$ cat src/hdl/mips_pkg.sv
// Shared widths, opcode, funct, ALU-operation and branch types for the MIPS pipeline and its testbench
package mips_pkg;

   // Machine word and register index widths
   localparam int DATA_W     = 32;
   localparam int REG_ADDR_W = 5;

   typedef logic [DATA_W-1:0]     word_t;
   typedef logic [REG_ADDR_W-1:0] reg_addr_t;
   typedef logic [15:0]           imm_t;

   // Primary opcodes, standard MIPS encoding
   typedef enum logic [5:0] {
      OP_RTYPE = 6'h00,
      OP_BEQ   = 6'h04,
      OP_BNE   = 6'h05,
      OP_ADDI  = 6'h08,
      OP_LW    = 6'h23,
      OP_SW    = 6'h2b
   } opcode_t;

   // R-type function field
   typedef enum logic [5:0] {
      F_ADD = 6'h20,
      F_SUB = 6'h22,
      F_AND = 6'h24,
      F_OR  = 6'h25,
      F_SLT = 6'h2a
   } funct_t;

   // ALU operations, SLT compares signed
   typedef enum logic [2:0] {
      ALU_ADD = 3'd0,
      ALU_SUB = 3'd1,
      ALU_AND = 3'd2,
      ALU_OR  = 3'd3,
      ALU_SLT = 3'd4
   } alu_op_t;

   // Branch kind carried down to the memory stage
   typedef enum logic [1:0] {
      BR_NONE = 2'd0,
      BR_EQ   = 2'd1,
      BR_NE   = 2'd2
   } branch_t;

endpackage

$ cat src/hdl/mips_execute.sv
// Execute stage: operand forwarding, ALU and the execute/memory register
`timescale 1ns/1ns

module mips_execute (
   input  logic                clk,
   input  logic                arst_n,
   input  mips_pkg::reg_addr_t id_rs,
   input  mips_pkg::reg_addr_t id_rt,
   input  mips_pkg::reg_addr_t id_dest,
   input  mips_pkg::word_t     id_rs_data,
   input  mips_pkg::word_t     id_rt_data,
   input  mips_pkg::word_t     id_imm_ext,
   input  mips_pkg::word_t     id_branch_target,
   input  mips_pkg::alu_op_t   id_alu_op,
   input  logic                id_use_imm,
   input  logic                id_mem_read,
   input  logic                id_mem_write,
   input  logic                id_reg_write,
   input  mips_pkg::branch_t   id_branch,
   input  logic                branch_taken,
   input  logic                rf_we,
   input  mips_pkg::reg_addr_t rf_waddr,
   input  mips_pkg::word_t     rf_wdata,
   output logic                ex_mem_read,
   output mips_pkg::reg_addr_t ex_dest,
   output mips_pkg::word_t     mem_alu_result,
   output mips_pkg::word_t     mem_store_data,
   output mips_pkg::reg_addr_t mem_dest,
   output logic                mem_reg_write,
   output logic                mem_mem_read,
   output logic                mem_mem_write,
   output mips_pkg::branch_t   mem_branch,
   output logic                mem_zero,
   output mips_pkg::word_t     mem_branch_target
);
   mips_pkg::word_t op_a;
   mips_pkg::word_t op_rt;
   mips_pkg::word_t op_b;
   mips_pkg::word_t alu_result;

   // Hazard view for decode
   assign ex_mem_read = id_mem_read;
   assign ex_dest     = id_dest;

   // Youngest producer first, then writeback, then the register file
   assign op_a = (mem_reg_write && mem_dest == id_rs) ? mem_alu_result :
                 (rf_we && rf_waddr == id_rs) ? rf_wdata : id_rs_data;
   assign op_rt = (mem_reg_write && mem_dest == id_rt) ? mem_alu_result :
                  (rf_we && rf_waddr == id_rt) ? rf_wdata : id_rt_data;
   assign op_b = id_use_imm ? id_imm_ext : op_rt;

   always_comb begin
      case (id_alu_op)
         mips_pkg::ALU_SUB: alu_result = op_a - op_b;
         mips_pkg::ALU_AND: alu_result = op_a & op_b;
         mips_pkg::ALU_OR:  alu_result = op_a | op_b;
         mips_pkg::ALU_SLT: alu_result = {31'd0, $signed(op_a) < $signed(op_b)};
         default:           alu_result = op_a + op_b;
      endcase
   end

   // Taken branch in memory kills the instruction here
   always_ff @(posedge clk or negedge arst_n) begin
      if (!arst_n) begin
         mem_reg_write <= 1'b0;
         mem_mem_read  <= 1'b0;
         mem_mem_write <= 1'b0;
         mem_branch    <= mips_pkg::BR_NONE;
      end else if (branch_taken) begin
         mem_reg_write <= 1'b0;
         mem_mem_read  <= 1'b0;
         mem_mem_write <= 1'b0;
         mem_branch    <= mips_pkg::BR_NONE;
      end else begin
         mem_reg_write <= id_reg_write;
         mem_mem_read  <= id_mem_read;
         mem_mem_write <= id_mem_write;
         mem_branch    <= id_branch;
      end
   end

   always_ff @(posedge clk) begin
      mem_alu_result    <= alu_result;
      // Store data uses the forwarded rt
      mem_store_data    <= op_rt;
      mem_dest          <= id_dest;
      mem_zero          <= (alu_result == '0);
      mem_branch_target <= id_branch_target;
   end

endmodule

$ cat config.mk
export PLATFORM = sky130hd
export DESIGN_NAME = mips_execute
export DESIGN_NICKNAME = d
export VERILOG_FILES = /design/src/hdl/mips_pkg.sv /design/src/hdl/mips_execute.sv
export SDC_FILE = /design/constraint.sdc
export NUM_CORES = 1
export LEC_CHECK = 0
export ABC_AREA = 1
export BUFFER_PORTS_ARGS = -buffer_cell sky130_fd_sc_hd__buf_2
export CORE_ASPECT_RATIO = 1.25
export CORE_MARGIN = 2
export CORE_UTILIZATION = 46
export CTS_BUF_LIST = sky130_fd_sc_hd__clkbuf_8
export CTS_CLUSTER_DIAMETER = 80
export DETAILED_ROUTE_END_ITERATION = 12
export GPL_TIMING_DRIVEN = 0
export PLACE_DENSITY = 0.72
export SETUP_SLACK_MARGIN = 0.02
export SYNTH_ARGS = -nofsm -noshare
export SYNTH_HDL_FRONTEND = slang
export SYNTH_SLANG_ARGS = --single-unit
$ cat constraint.sdc
create_clock -name clk -period 4.37 [get_ports clk]
set_clock_uncertainty 0.2 [all_clocks]
set_input_delay 0.437 -clock clk [delete_from_list [all_inputs] [get_ports clk]]
set_output_delay 0.437 -clock clk [all_outputs]
set_load 0.01 [all_outputs]
# After elaboration in Yosys (flattened, before gate mapping)
# Cells that the tools add are included.
# word_totals
input_bits	193
elab_cells	37
regBits	107
# classes
n_lt_le_gt_ge	1
bitwise_logic	2
eq_ne	8
n_addsub	2
mux	10
n_reduce_logical	5
# op_table
cell	n
32-bit two-way mux	5
32-bit case mux with 4 select lines	1
32-bit adder	1
32-bit AND	1
32-bit logical NOT	1
32-bit < comparator	1
32-bit OR	1
32-bit subtractor	1
5-bit equality test	4
3-bit by 2-bit equality test with 1-bit output, second input constant	2
1-bit logical AND	4
3-bit by 1-bit equality test with 1-bit output, second input constant	1
3-bit equality test, second input constant	1
1-bit two-way mux	3
2-bit two-way mux	1

# Depth between registers and ports, before layout
# Gate-level depths: netlist (run 1).
# depth
ltp_word	8
ltp_mapped	33

# Least setup slack after synthesis (run 1)
# No wires, ideal clock.
# synth_timing
kind	input port to flip-flop
startpoint	input id_rt[4]
endpoint	register mem_zero
setup_time_ns	0.064
arrival_ns	3.440
cell_stages	25
path_buffers	1
required_time_ns	4.106
setup_slack_ns	0.666
cell_sequence	xor2_1 -> nor3_1 -> o2111ai_2 -> buf_2 -> nor2_1 -> a31oi_1 -> o21ai_0 -> inv_1 -> ha_1 -> fa_1 -> nand2_2 -> nand2_2 -> nand3b_4 -> nand2_2 -> nand2_2 -> nand2_1 -> nand2_1 -> nand3_2 -> nor2_1 -> nor2_1 -> nor2_2 -> nand2_1 -> nor2_1 -> nand3_1 -> nor2_1
# synth_via
elab_chain_cells	8
word_cells_on_any_way	14
# synth_rtl
element	line_no	rtl
from (decl)	mips_execute.sv:8	input mips_pkg::reg_addr_t id_rt,
5-bit equality test	mips_execute.sv:49	(rf_we && rf_waddr == id_rt) ? rf_wdata : id_rt_data;
1-bit logical AND	mips_execute.sv:49	
32-bit two-way mux	mips_execute.sv:49	
32-bit two-way mux (*)	mips_execute.sv:48	assign op_rt = (mem_reg_write && mem_dest == id_rt) ? mem_alu_result :
named net op_rt[0]	mips_execute.sv:37	mips_pkg::word_t op_rt;
32-bit two-way mux (*)	mips_execute.sv:50	assign op_b = id_use_imm ? id_imm_ext : op_rt;
32-bit adder (tied with other cells)	mips_execute.sv:58	default: alu_result = op_a + op_b;
32-bit case mux with 4 select lines (*)	mips_execute.sv:53	case (id_alu_op)
32-bit logical NOT (*)	mips_execute.sv:87	mem_zero <= (alu_result == '0);
to (signal assigned)	mips_execute.sv:87	
to (decl)	mips_execute.sv:33	output logic mem_zero,
# Mark *: on every way through the listed nets, which the timed path passes. The rest lies on a longest branch.

# Worst setup path after layout (run 1)
# layout_timing
startpoint	register mem_dest[1]
endpoint	register mem_zero
# layout_via
elab_chain_cells	7
word_cells_on_any_way	14
# layout_rtl
element	line_no	rtl
from (decl)	mips_execute.sv:28	output mips_pkg::reg_addr_t mem_dest,
from (signal assigned)	mips_execute.sv:86	mem_dest <= id_dest;
5-bit equality test (*)	mips_execute.sv:48	
1-bit logical AND (*)	mips_execute.sv:48	
32-bit two-way mux (*)	mips_execute.sv:48	
named net op_rt[15]	mips_execute.sv:37	
32-bit two-way mux (*)	mips_execute.sv:50	
32-bit adder (tied with other cells)	mips_execute.sv:58	
32-bit case mux with 4 select lines (*)	mips_execute.sv:53	
32-bit logical NOT (*)	mips_execute.sv:87	
# Marked as above.

==> results.txt, run 1 <==
----------------------------------------------------
[Worst setup path]
  Startpoint types ... flop
  Setup CP Type ... flop to flop
  Master of the slowest instance on the critical path ... ha_2
  CP dominant cell by count ... nand2_1
  Largest stage delay on the critical path ... 470 ps
  Crit path arrival time ... 4400 ps
  Crit path required time ... 4520 ps
  CP endpoint kind ... flop
  Maximum fanout along the worst path ... 10

[Synth]
  Sequential area share after synthesis ... 0.199
  Ys flop type ... dfxtp_1
  Cell Area, Synth ... 0.0109 mm2
  Number of synthesized register bits ... 107
  Synthesized instance count ... 1816
  Post-synth EDFFs ... 0
  Xor and xnor fraction of the mapped netlist area ... 0.00482
  Dominant cell type by area after synthesis ... dfxtp_1
  Synthesized-area fraction occupied by ao, oa, aoi and oai cells ... 0.132
  Mean area per synthesized cell ... 6.01 um2
  Post-synthesis share of cell area spent on full adders, half adders and majority gates ... 0.122
  Count of warnings emitted by yosys ... 0
  Top cells by count, synth ... nand2_1, inv_1, nor2_1
  Proportion of synthesized flip-flops having asynchronous set or reset ... 0.0467
  Most frequent cell after synthesis ... nand2_1
  Number of distinct standard cells referenced by the synthesized netlist ... 49
  Combinational family with the most area after synthesis ... simple AND/OR/NAND/NOR gates
  Total nets after synthesis ... 2114
  Post-synthesis simple-gate area fraction ... 0.375
  Proportion of synthesized area in mux cells ... 0.0220
  Yosys top cell area share ... 0.187
  Cell types with the largest area share after synthesis ... dfxtp_1, nand2_1, ha_1

[Detailed routing]
  Length of the first detailed-routing pass in iterations ... 6
  Detailed-route via count ... 13500
  Post-route DRC ... 0
  Number of DRC markers after the initial detailed-route iteration ... 1113
  Post-DRT Antenna Nets ... 0
  Total Wirelength ... 50200 um
  Vias per std cell ... 5.38
  WL per Instance ... 20.1 um

[Finish]
  Fraction of layout cells with a size suffix above 1 ... 0.308
  # nets final ... 2499
  Synth-to-Final Area Change ... 33.6%
  Number of fill cells in the layout ... 2325
  Post-route standard cell area excluding fillers ... 0.0146 mm2

[Clock network]
  Number of clock sinks seen by CTS ... 107
  CTS buffer count ... 9
  Clock tree from TritonCTS ... done
  Clock-pin slew reported for the worst setup and hold paths after clock tree synthesis ... 120 ps
  Clock tree buffer depth ... 2
  Clock latency of the later-clocked register in the worst-skew pair ... 410 ps
  Depth of the CTS H-tree ... 3
  Clock tree root driver cell ... clkbuf_8

[Worst hold path]
  Hold Path Class ... primary input to flop

[Power]
  P per Cell Area ... 263 mW/mm2
  Peak supply drop ... 0.000196 V
  P_leak ... 8.14 nW

[Flow run]
  Maxcap violations ... 0

[STA]
  Slew at the pin closest to its max-slew limit ... 1210 ps
  Tightest hold margin ... 29.8 ps
  Period utilization ... 0.971
  Final setup slack of the worst path ... 125 ps
  Hold Violations, Final ... 0
  Final setup violating endpoints ... 0
  Normalized max-slew margin ... 0.193
  Max-slew violations ... 0
  Max Clk Rate ... 0.236 GHz
  Final Critical Period ... 4240 ps

[Floorplanning]
  Core area ... 0.0235 mm2
  Area enclosed by the die boundary ... 0.0250 mm2
  DIE HEIGHT ... 176 um
  Standard-cell row count ... 63
  Starting utilization of the core area ... 0.464
  Die outline width ... 142 um
  Number of top-level design ports ... 306

[Place]
  Count of input and output buffers ... 305
  Dpl hpwl ... 41000 um
  Cell area after placement ... 0.0128 mm2
  Final weighted congestion in routability-driven placement ... 1.08
  Post-Place Setup Slack ... -913 ps

[Global routing]
  Total grt overflow ... 0
  Global Route Usage Sum ... 0.384
  Number of antenna violations at the first check in global routing ... 7
  Vias in the first global route ... 12600
  Pin count of the biggest net entering global routing ... 20
  Wire length of the first global-routing pass ... 72100 um

[Outcome]
  Result of the run ... finished, final reports clean

----------------------------------------------------
[per-layer routing]
layer / wire [um] / track usage / vias up / share of wire
li1: - / - / 6472 / -
met1: 20200 / 0.494 / 6264 / 0.40
met2: 23700 / 0.648 / 637 / 0.47
met3: 4550 / 0.0605 / 98 / 0.091
met4: 1760 / 0.144 / 0 / 0.035
met5: 0 / 0 / - / 0
[flip-flops by register name, indices dropped and copies added, names as in the netlist]
| name | flops |
|---|---|
| mem_reg_write | 1 |
| mem_mem_write | 1 |
| mem_branch_target | 32 |
| mem_dest | 5 |
| mem_mem_read | 1 |
| mem_store_data | 32 |
| mem_branch | 2 |
| mem_alu_result | 32 |
| mem_zero | 1 |
[logic make-up (layout without fill, tap and decap cells)]
logic type                 Yosys count  in the layout
adders and majority gates          105            105
DFF                                107            107
other                                0              6
AOI/OAI and AO/OA                  255            255
xor gates and xnor gates             6              6
muxes                               24             24
buffers and inverters              392            782
and+or+nand+nor                    927            927
[repair_timing]
| item | CTS | global route |
|---|---|---|
| pin swaps | 4 | 31 |
| hold buffers | 38 | 0 |
| buffers inserted | 6 | 24 |
| gates resized for setup | 76 | 215 |
| hold endpoints to repair | 42 | 0 |
| gates cloned | 1 | 0 |
| setup endpoints to repair | 28 | 8 |
[through the flow]
step	TNS [ps]	cells	power, mW	utilization
6_report	0	2504	3.83	0.620
2_1_floorplan	0	1816	2.30	-
4_1_cts	0	2474	3.60	0.579
5_1_grt	-20.4	2504	4.04	0.620
3_5_place_dp	-8370	2413	2.95	0.545
3_3_place_gp	-7610	2413	2.94	0.545
[layout make-up]
class	instances	area, um2	area share
multi-input combinational	1317	8000	0.549
tap	292	365	0.0251
timing repair buffer	374	2150	0.148
antenna	6	15.0	0.00103
clock inverter	7	61.3	0.00421
inverter	328	1230	0.0845
sequential	107	2180	0.149
buffer	64	437	0.0300
clock buffer	9	124	0.00850
[path summary, 6_finish.rpt]
check / startpoint / endpoint / slack, ps / cells after the start
worst max-delay path: mem_dest[1]$_DFF_P_ / mem_zero$_DFF_P_ / 130 / 29
worst min-delay path: id_branch[0] / mem_branch[0]$_DFF_PN0_ / 30 / 3
worst max register to register: mem_dest[1]$_DFF_P_ / mem_zero$_DFF_P_ / 130 / 29
worst min register to register: mem_alu_result[20]$_DFF_P_ / mem_store_data[20]$_DFF_P_ / 300 / 2
max in group asynchronous: arst_n / mem_branch[0]$_DFF_PN0_ / 3670 / 2
min in group asynchronous: arst_n / mem_reg_write$_DFF_PN0_ / 170 / 2
[critical path, delay by kind of cell (launching register included)]
| kind | cells | cell delay [ps] |
|---|---|---|
| adders and majority gates | 1 | 470 |
| DFF | 1 | 380 |
| AOI/OAI and AO/OA | 5 | 830 |
| and+or+nand+nor | 15 | 1470 |
| buffers and inverters | 8 | 820 |
[cell usage in the layout (no fill, tap or decap), types with 38 or more instances in the layout]
| cell type | instances |
|---|---|
| nor2_2 | 42 |
| inv_1 | 306 |
| nand3_1 | 120 |
| dfxtp_1 | 97 |
| buf_4 | 39 |
| buf_2 | 323 |
| dlygate4sd3_1 | 38 |
| nand2_2 | 43 |
| a21oi_1 | 72 |
| ha_1 | 92 |
| nand2_1 | 481 |
| nor2_1 | 128 |
[power by group]
| group | switching [mW] | total, mW | leakage [nW] | internal, mW |
|---|---|---|---|---|
| Combinational | 1.32 | 2.04 | 7.13 | 0.722 |
| Clock | 0.394 | 0.613 | 0.0937 | 0.219 |
| Sequential | 0.0866 | 1.17 | 0.925 | 1.09 |
Power figures use the tool's default switching activity.
==> inputs of run 2 (changes only) <==
- CELL_PAD_IN_SITES_DETAIL_PLACEMENT: not set -> 1
- CELL_PAD_IN_SITES_GLOBAL_PLACEMENT: not set -> 2
- CORE_UTILIZATION: 46 -> 28
- PLACE_DENSITY: 0.72 -> not set
- PLACE_DENSITY_LB_ADDON: not set -> 0.1
==> run 2 against run 1 <==
  * First-iteration DRC count fell by 42%
  * Sequential power barely moved
  * Register-to-register slack improved by 80 ps
  * Global-route usage fell by 11 points
  * Core utilization fell by 22 points
  * Die area rose by 62%
  * Wire length rose by 15%
  * Worst hold slack improved by 2.5 ps
  * Critical path type unchanged
  * Largest cell class unchanged
==> results.txt, run 2 (synthesized netlist as in run 1, its figures left out) <==
----------------------------------------------------
[Outcome]
  Result of the run ... finished, final reports clean

[Worst setup path]
  Critical R2R Launch ... mem_dest[2]$_DFF_P_
  Critical register-to-register path endpoint ... mem_zero$_DFF_P_
  Startpoint types ... flop
  CP endpoint kind ... flop
  Crit path required time ... 4530 ps
  Maximum fanout along the worst path ... 10
  Setup CP Type ... flop to flop
  Length in cells of the worst reg-to-reg path ... 26
  Master of the slowest instance on the critical path ... dfxtp_4
  Internal reg-to-reg setup slack ... 200 ps
  Largest stage delay on the critical path ... 380 ps
  Crit path arrival time ... 4330 ps

[Global routing]
  Global routing usage on met2 ... 0.489
  Routing usage on met1 ... 0.341
  Vias in the first global route ... 13600
  Met3 routing resource usage after global routing ... 0.0455
  Global Route Usage Sum ... 0.276
  Number of antenna violations at the first check in global routing ... 10
  Wire length of the first global-routing pass ... 83500 um
  Total grt overflow ... 0
  Pin count of the biggest net entering global routing ... 19
  Global routing's busiest layer ... met2

[Clock network]
  Clock tree root driver cell ... clkbuf_8
  Depth of the CTS H-tree ... 3
  Clock tree buffer depth ... 2
  Clock-pin slew reported for the worst setup and hold paths after clock tree synthesis ... 120 ps
  CTS buffer count ... 9
  Clock tree from TritonCTS ... done
  Number of clock sinks seen by CTS ... 107
  Clock latency of the later-clocked register in the worst-skew pair ... 420 ps

[Finish]
  Fraction of layout cells with a size suffix above 1 ... 0.349
  Most common cell after layout, fill and taps aside ... nand2_1
  Final Util ... 0.398
  Registers with the highest flip-flop counts ... mem_alu_result: 32 flops, mem_branch_target: 32 flops, mem_store_data: 32 flops
  # nets final ... 2523
  Final Instance Count excl. Fillers ... 2729
  Most frequent cells in the layout ... nand2_1, buf_2, inv_1, nor2_1, dfxtp_1
  Number of fill cells in the layout ... 5097
  Synth-to-Final Area Change ... 40.0%
  Post-route standard cell area excluding fillers ... 0.0153 mm2

[Power]
  Pint ... 2.08 mW
  Total chip power ... 3.99 mW
  Switching power as a share of total power ... 0.478
  Sequential group share of total power ... 0.293
  P per Cell Area ... 261 mW/mm2
  Fraction of power consumed by the clock network ... 0.153
  Peak supply drop ... 0.000119 V
  Net switching power ... 1.91 mW
  P_leak ... 8.36 nW
  Gate power share ... 0.554

[STA]
  Tightest hold margin ... 32.3 ps
  Normalized max-slew margin ... 0.263
  Final setup violating endpoints ... 0
  Final Critical Period ... 4170 ps
  Max Clk Rate ... 0.240 GHz
  Final setup slack of the worst path ... 204 ps
  Slew at the pin closest to its max-slew limit ... 1110 ps
  Period utilization ... 0.953
  Max-slew violations ... 0
  Final-layout setup total negative slack ... 0 ps
  Hold Violations, Final ... 0

[Detailed routing]
  Detailed-route via count ... 13200
  Post-route DRC ... 0
  Total Wirelength ... 57700 um
  Post-DRT Antenna Nets ... 0
  Vias per std cell ... 4.84
  Number of DRC markers after the initial detailed-route iteration ... 650
  Length of the first detailed-routing pass in iterations ... 4
  WL per Instance ... 21.2 um

[Place]
  Cell area after placement ... 0.0130 mm2
  Count of input and output buffers ... 305
  Dpl hpwl ... 48800 um
  Number of instances in the placed design ... 2613
  Final weighted congestion in routability-driven placement ... 0.908
  Post-Place Setup Slack ... -1220 ps

[Floorplanning]
  Core area ... 0.0383 mm2
  Starting utilization of the core area ... 0.284
  Standard-cell row count ... 80
  Die outline width ... 181 um
  DIE HEIGHT ... 225 um
  Number of top-level design ports ... 306
  Area enclosed by the die boundary ... 0.0406 mm2

[Worst hold path]
  Hold Path Class ... primary input to flop
  Cell depth of the worst min-delay path ... 3
  Hold wc startpoint ... id_branch[0]
  Endpoint, Worst Hold ... mem_branch[0]$_DFF_PN0_

[Flow run]
  Maxcap violations ... 0

----------------------------------------------------
[run 2: layout make-up]
class                           count  area, um2  share of cell area
Tap cell                          492        616              0.0403
Inverter                          328       1230              0.0806
Timing Repair Buffer              398       2360               0.155
Buffer                             64        477              0.0312
Antenna cell                        7       17.5             0.00115
Clock buffer                        9        124             0.00811
Sequential cell                   107       2180               0.143
Clock inverter                      7       52.6             0.00344
Multi-Input combinational cell   1317       8210               0.537
[run 2: worst max-delay path by stage]
stage                         from               end  slack [ps]  depth (start not counted)
2_1_floorplan             id_rt[4]  mem_zero$_DFF_P_         670                         25
3_3_place_gp              id_rs[4]  mem_zero$_DFF_P_       -1150                         26
3_5_place_dp              id_rs[4]  mem_zero$_DFF_P_       -1220                         26
4_1_cts        mem_dest[4]$_DFF_P_  mem_zero$_DFF_P_          20                         24
5_1_grt        mem_dest[2]$_DFF_P_  mem_zero$_DFF_P_         -30                         26
6_report       mem_dest[2]$_DFF_P_  mem_zero$_DFF_P_         200                         26
[run 2: repair_timing]
action,CTS,global route
hold buffers,41,0
gates resized for setup,139,251
buffers inserted,19,31
gates cloned,1,1
setup endpoints to repair,28,4
pin swaps,16,63
endpoints found under the hold margin,45,0
[run 2: worst max-delay path, delay by kind of cell (launching register included)]
kind / cells / cell delay (ps)
xor gates and xnor gates: 1 / 170
adders and majority gates: 1 / 240
AOI/OAI and AO/OA: 3 / 640
DFF: 1 / 380
buffers and inverters: 4 / 640
and+or+nand+nor: 17 / 1850
[run 2: power groups by stage]
stage / Sequential (mW) / Combinational [mW] / Clock [mW]
after floorplan: 1.21 / 1.09 / 0
after global placement: 1.18 / 1.84 / 0
after detailed placement: 1.19 / 1.86 / 0
after CTS: 1.17 / 1.97 / 0.630
after global routing: 1.18 / 2.42 / 0.649
final: 1.17 / 2.21 / 0.610
[run 2: per-layer routing]
metal,wire length [um],vias to the layer above
met1,25100,6309
li1,-,6506
met3,2670,64
met5,20,-
met4,1480,4
met2,28500,312
==> inputs of run 3 (changes only) <==
- ABC_AREA: 1 -> not set
- CORE_UTILIZATION: 28 -> 30
==> run 3 against run 2 <==
  * The flow now finishes with violations (negative setup slack)
  * Wire length is 12% lower
  * Worst hold slack worse by 18 ps
  * Clock power is 18% higher
  * Clock-buffer cell count stayed put
  * First-iteration DRC count is 22% lower
  * Fmax is 25% lower
  * Die area is 17% lower
  * Synthesized cell count is 33% lower
  * Sequential share of layout area is 1.1 points higher
  * Area after synthesis is 12% lower
  * Highest routed layer is now met4
==> results.txt, run 3 <==
----------------------------------------------------
[Outcome]
  Result of the run ... finished with violations
  Failing checks ... negative setup slack

[Synth]
  Total nets after synthesis ... 1513
  Proportion of synthesized flip-flops having asynchronous set or reset ... 0.0467
  Sequential area share after synthesis ... 0.225
  Yosys top cell area share ... 0.212
  Count of warnings emitted by yosys ... 0
  Ys flop type ... dfxtp_1
  Cell Area, Synth ... 0.00961 mm2
  Mean area per synthesized cell ... 7.91 um2
  Most frequent cell after synthesis ... nand2_1
  Top cells by count, synth ... nand2_1, ha_1, dfxtp_1
  Synthesized instance count ... 1215
  Post-synth EDFFs ... 0
  Number of synthesized register bits ... 107
  Number of distinct standard cells referenced by the synthesized netlist ... 90
  Cell types with the largest area share after synthesis ... dfxtp_1, ha_1, mux2i_1
  Dominant cell type by area after synthesis ... dfxtp_1

[Worst setup path]
  CP endpoint kind ... flop
  Maximum fanout along the worst path ... 6
  Startpoint types ... flop
  Bufs and invs on worst path ... 3
  Length in cells of the worst reg-to-reg path ... 21
  Chain of cells forming the critical path ... buf_4 -> xor2_2 -> nor4_4 -> and3_4 -> clkbuf_16 -> o21ai_2 -> mux2_4 -> ha_4 -> fa_2 -> o21bai_4 -> a211oi_4 -> buf_12 -> nor3_4 -> o2111ai_4 -> mux2i_1 -> or3_4 -> or4_4 -> or4_4 -> nor4_4 -> nand4bb_1 -> nor3_2
  Critical R2R Launch ... mem_dest[1]$_DFF_P_
  Internal reg-to-reg setup slack ... -1180 ps
  Crit path required time ... 4520 ps
  Master of the slowest instance on the critical path ... or4_4
  Crit path arrival time ... 5690 ps
  Depth of the critical timing path with buffers and inverters included ... 21
  Setup CP Type ... flop to flop
  Critical register-to-register path endpoint ... mem_zero$_DFF_P_
  Largest stage delay on the critical path ... 520 ps
  Family with the most delay on the worst path ... simple AND/OR/NAND/NOR gates

[Power]
  Gate power share ... 0.523
  Net switching power ... 1.80 mW
  Fraction of power consumed by the clock network ... 0.181
  Pint ... 2.18 mW
  Peak supply drop ... 0.000149 V
  Sequential group share of total power ... 0.296
  Switching power as a share of total power ... 0.452
  Total chip power ... 3.99 mW
  P_leak ... 6.26 nW
  P per Cell Area ... 281 mW/mm2

[STA]
  Final setup violating endpoints ... 13
  Normalized max-slew margin ... 0.0928
  Tightest hold margin ... 14.1 ps
  Final-layout setup total negative slack ... -4850 ps
  Slew at the pin closest to its max-slew limit ... 1360 ps
  Max Clk Rate ... 0.180 GHz
  Max-slew violations ... 0
  Final setup slack of the worst path ... -1180 ps
  Hold Violations, Final ... 0
  Final Critical Period ... 5550 ps
  Unrepaired setup endpoints after global routing ... true
  Period utilization ... 1.27

[Floorplanning]
  DIE HEIGHT ... 204 um
  Die outline width ... 164 um
  Standard-cell row count ... 73
  Starting utilization of the core area ... 0.303
  Number of top-level design ports ... 306
  Core area ... 0.0317 mm2
  Area enclosed by the die boundary ... 0.0335 mm2

[Worst hold path]
  Endpoint, Worst Hold ... mem_branch[0]$_DFF_PN0_
  Hold Path Class ... primary input to flop
  Cell depth of the worst min-delay path ... 2
  Hold wc startpoint ... id_branch[0]

[Detailed routing]
  Post-DRT Antenna Nets ... 0
  Number of DRC markers after the initial detailed-route iteration ... 505
  Length of the first detailed-routing pass in iterations ... 5
  Post-route DRC ... 0
  Total Wirelength ... 50700 um
  WL per Instance ... 24.8 um
  Vias per std cell ... 5.38
  Detailed-route via count ... 11000

[Place]
  Number of instances in the placed design ... 1930
  Cell area after placement ... 0.0118 mm2
  Final weighted congestion in routability-driven placement ... 0.880
  Post-Place Setup Slack ... -2730 ps
  Count of input and output buffers ... 303
  Dpl hpwl ... 40100 um

[Finish]
  Final Instance Count excl. Fillers ... 2047
  Most common cell after layout, fill and taps aside ... buf_2
  Final Util ... 0.447
  Post-route standard cell area excluding fillers ... 0.0142 mm2
  Most frequent cells in the layout ... buf_2, nand2_1, dfxtp_1, inv_1, ha_1
  Registers with the highest flip-flop counts ... mem_alu_result: 32 flops, mem_branch_target: 32 flops, mem_store_data: 32 flops
  # nets final ... 1927
  Fraction of layout cells with a size suffix above 1 ... 0.390
  Synth-to-Final Area Change ... 47.5%

[Global routing]
  Pin count of the biggest net entering global routing ... 24
  Total grt overflow ... 0
  Number of antenna violations at the first check in global routing ... 1
  Wire length of the first global-routing pass ... 73800 um
  Vias in the first global route ... 11600
  Global Route Usage Sum ... 0.297

[Clock network]
  Clock tree from TritonCTS ... done
  Clock tree root driver cell ... clkbuf_8
  Depth of the CTS H-tree ... 3
  CTS buffer count ... 9
  Number of clock sinks seen by CTS ... 107
  Clock-pin slew reported for the worst setup and hold paths after clock tree synthesis ... 150 ps
  Clock latency of the later-clocked register in the worst-skew pair ... 430 ps
  Clock tree buffer depth ... 2

[Flow run]
  Maxcap violations ... 0

----------------------------------------------------
## run 3: cell types whose count changed after synthesis, moves of 24 or more
cell and change:
nor2_1 -97, nand2_1 -371, mux2_2 +25, nand2_2 -24
nand3_1 -110, inv_1 -213, clkbuf_1 +30, mux2i_1 +62
## run 3: how the worst max path moves through the flow
stage                              startpoint  slack, ps                to
final                     mem_dest[1]$_DFF_P_      -1180  mem_zero$_DFF_P_
after global placement               id_rt[2]      -2770  mem_zero$_DFF_P_
after floorplan                   rf_waddr[2]       -690  mem_zero$_DFF_P_
after global routing      mem_dest[1]$_DFF_P_      -1290  mem_zero$_DFF_P_
after CTS                            id_rt[1]      -1280  mem_zero$_DFF_P_
after detailed placement             id_rt[2]      -2730  mem_zero$_DFF_P_
## run 3: worst register-to-register path, stage by stage, from the launching register on
cell	delay, ps
dfxtp_4	380
buf_4	140
xor2_2	180
nor4_4	200
and3_4	320
clkbuf_16	170
o21ai_2	60
mux2_4	310
ha_4	180
fa_2	370
o21bai_4	190
a211oi_4	100
buf_12	150
nor3_4	220
o2111ai_4	210
mux2i_1	170
or3_4	410
or4_4	410
or4_4	520
nor4_4	250
nand4bb_1	180
nor3_2	140
## run 3: layout make-up
type,instances,area [um2]
inverters,101,379
clock inverters,7,98.8
well taps,412,515
plain buffers,72,574
diodes,1,2.50
clock buffers,9,124
flip-flops and latches,107,2180
repair buffers,410,2480
fillers,3827,17500
multi-input cells,928,7830
## run 3: metal layers
| metal | global-route usage | wire length, um | vias to the layer above | part of all wire |
|---|---|---|---|---|
| met3 | 0.0375 | 2230 | 88 | 0.044 |
| met4 | 0.110 | 1790 | 0 | 0.035 |
| met1 | 0.341 | 20100 | 5413 | 0.40 |
| li1 | - | - | 5181 | - |
| met5 | 0 | 0 | - | 0 |
| met2 | 0.555 | 26700 | 338 | 0.53 |
## run 3: what timing repair did
item	4_1_cts	5_1_grt
gates cloned	0	0
endpoints found under the setup margin	29	21
pin swaps	45	51
setup buffers	39	29
hold endpoints to repair	45	0
resized for setup	184	130
hold buffers	39	0
## run 3: power by group through the flow
stage | clock, mW | combinational, mW | sequential [mW]
final | 0.721 | 2.09 | 1.18
after CTS | 0.737 | 1.90 | 1.18
after detailed placement | 0 | 1.65 | 1.20
after global routing | 0.770 | 2.23 | 1.19
after floorplan | 0 | 0.936 | 1.23
after global placement | 0 | 1.64 | 1.20
## run 3: cell families after synthesis
logic type / after synthesis / share of synthesized area
mux: 112 / 0.120
flops: 107 / 0.225
compound gates: 358 / 0.254
buf+inv: 180 / 0.0743
xor+xnor: 29 / 0.0264
fa+ha+maj: 105 / 0.138
simple gates: 324 / 0.162
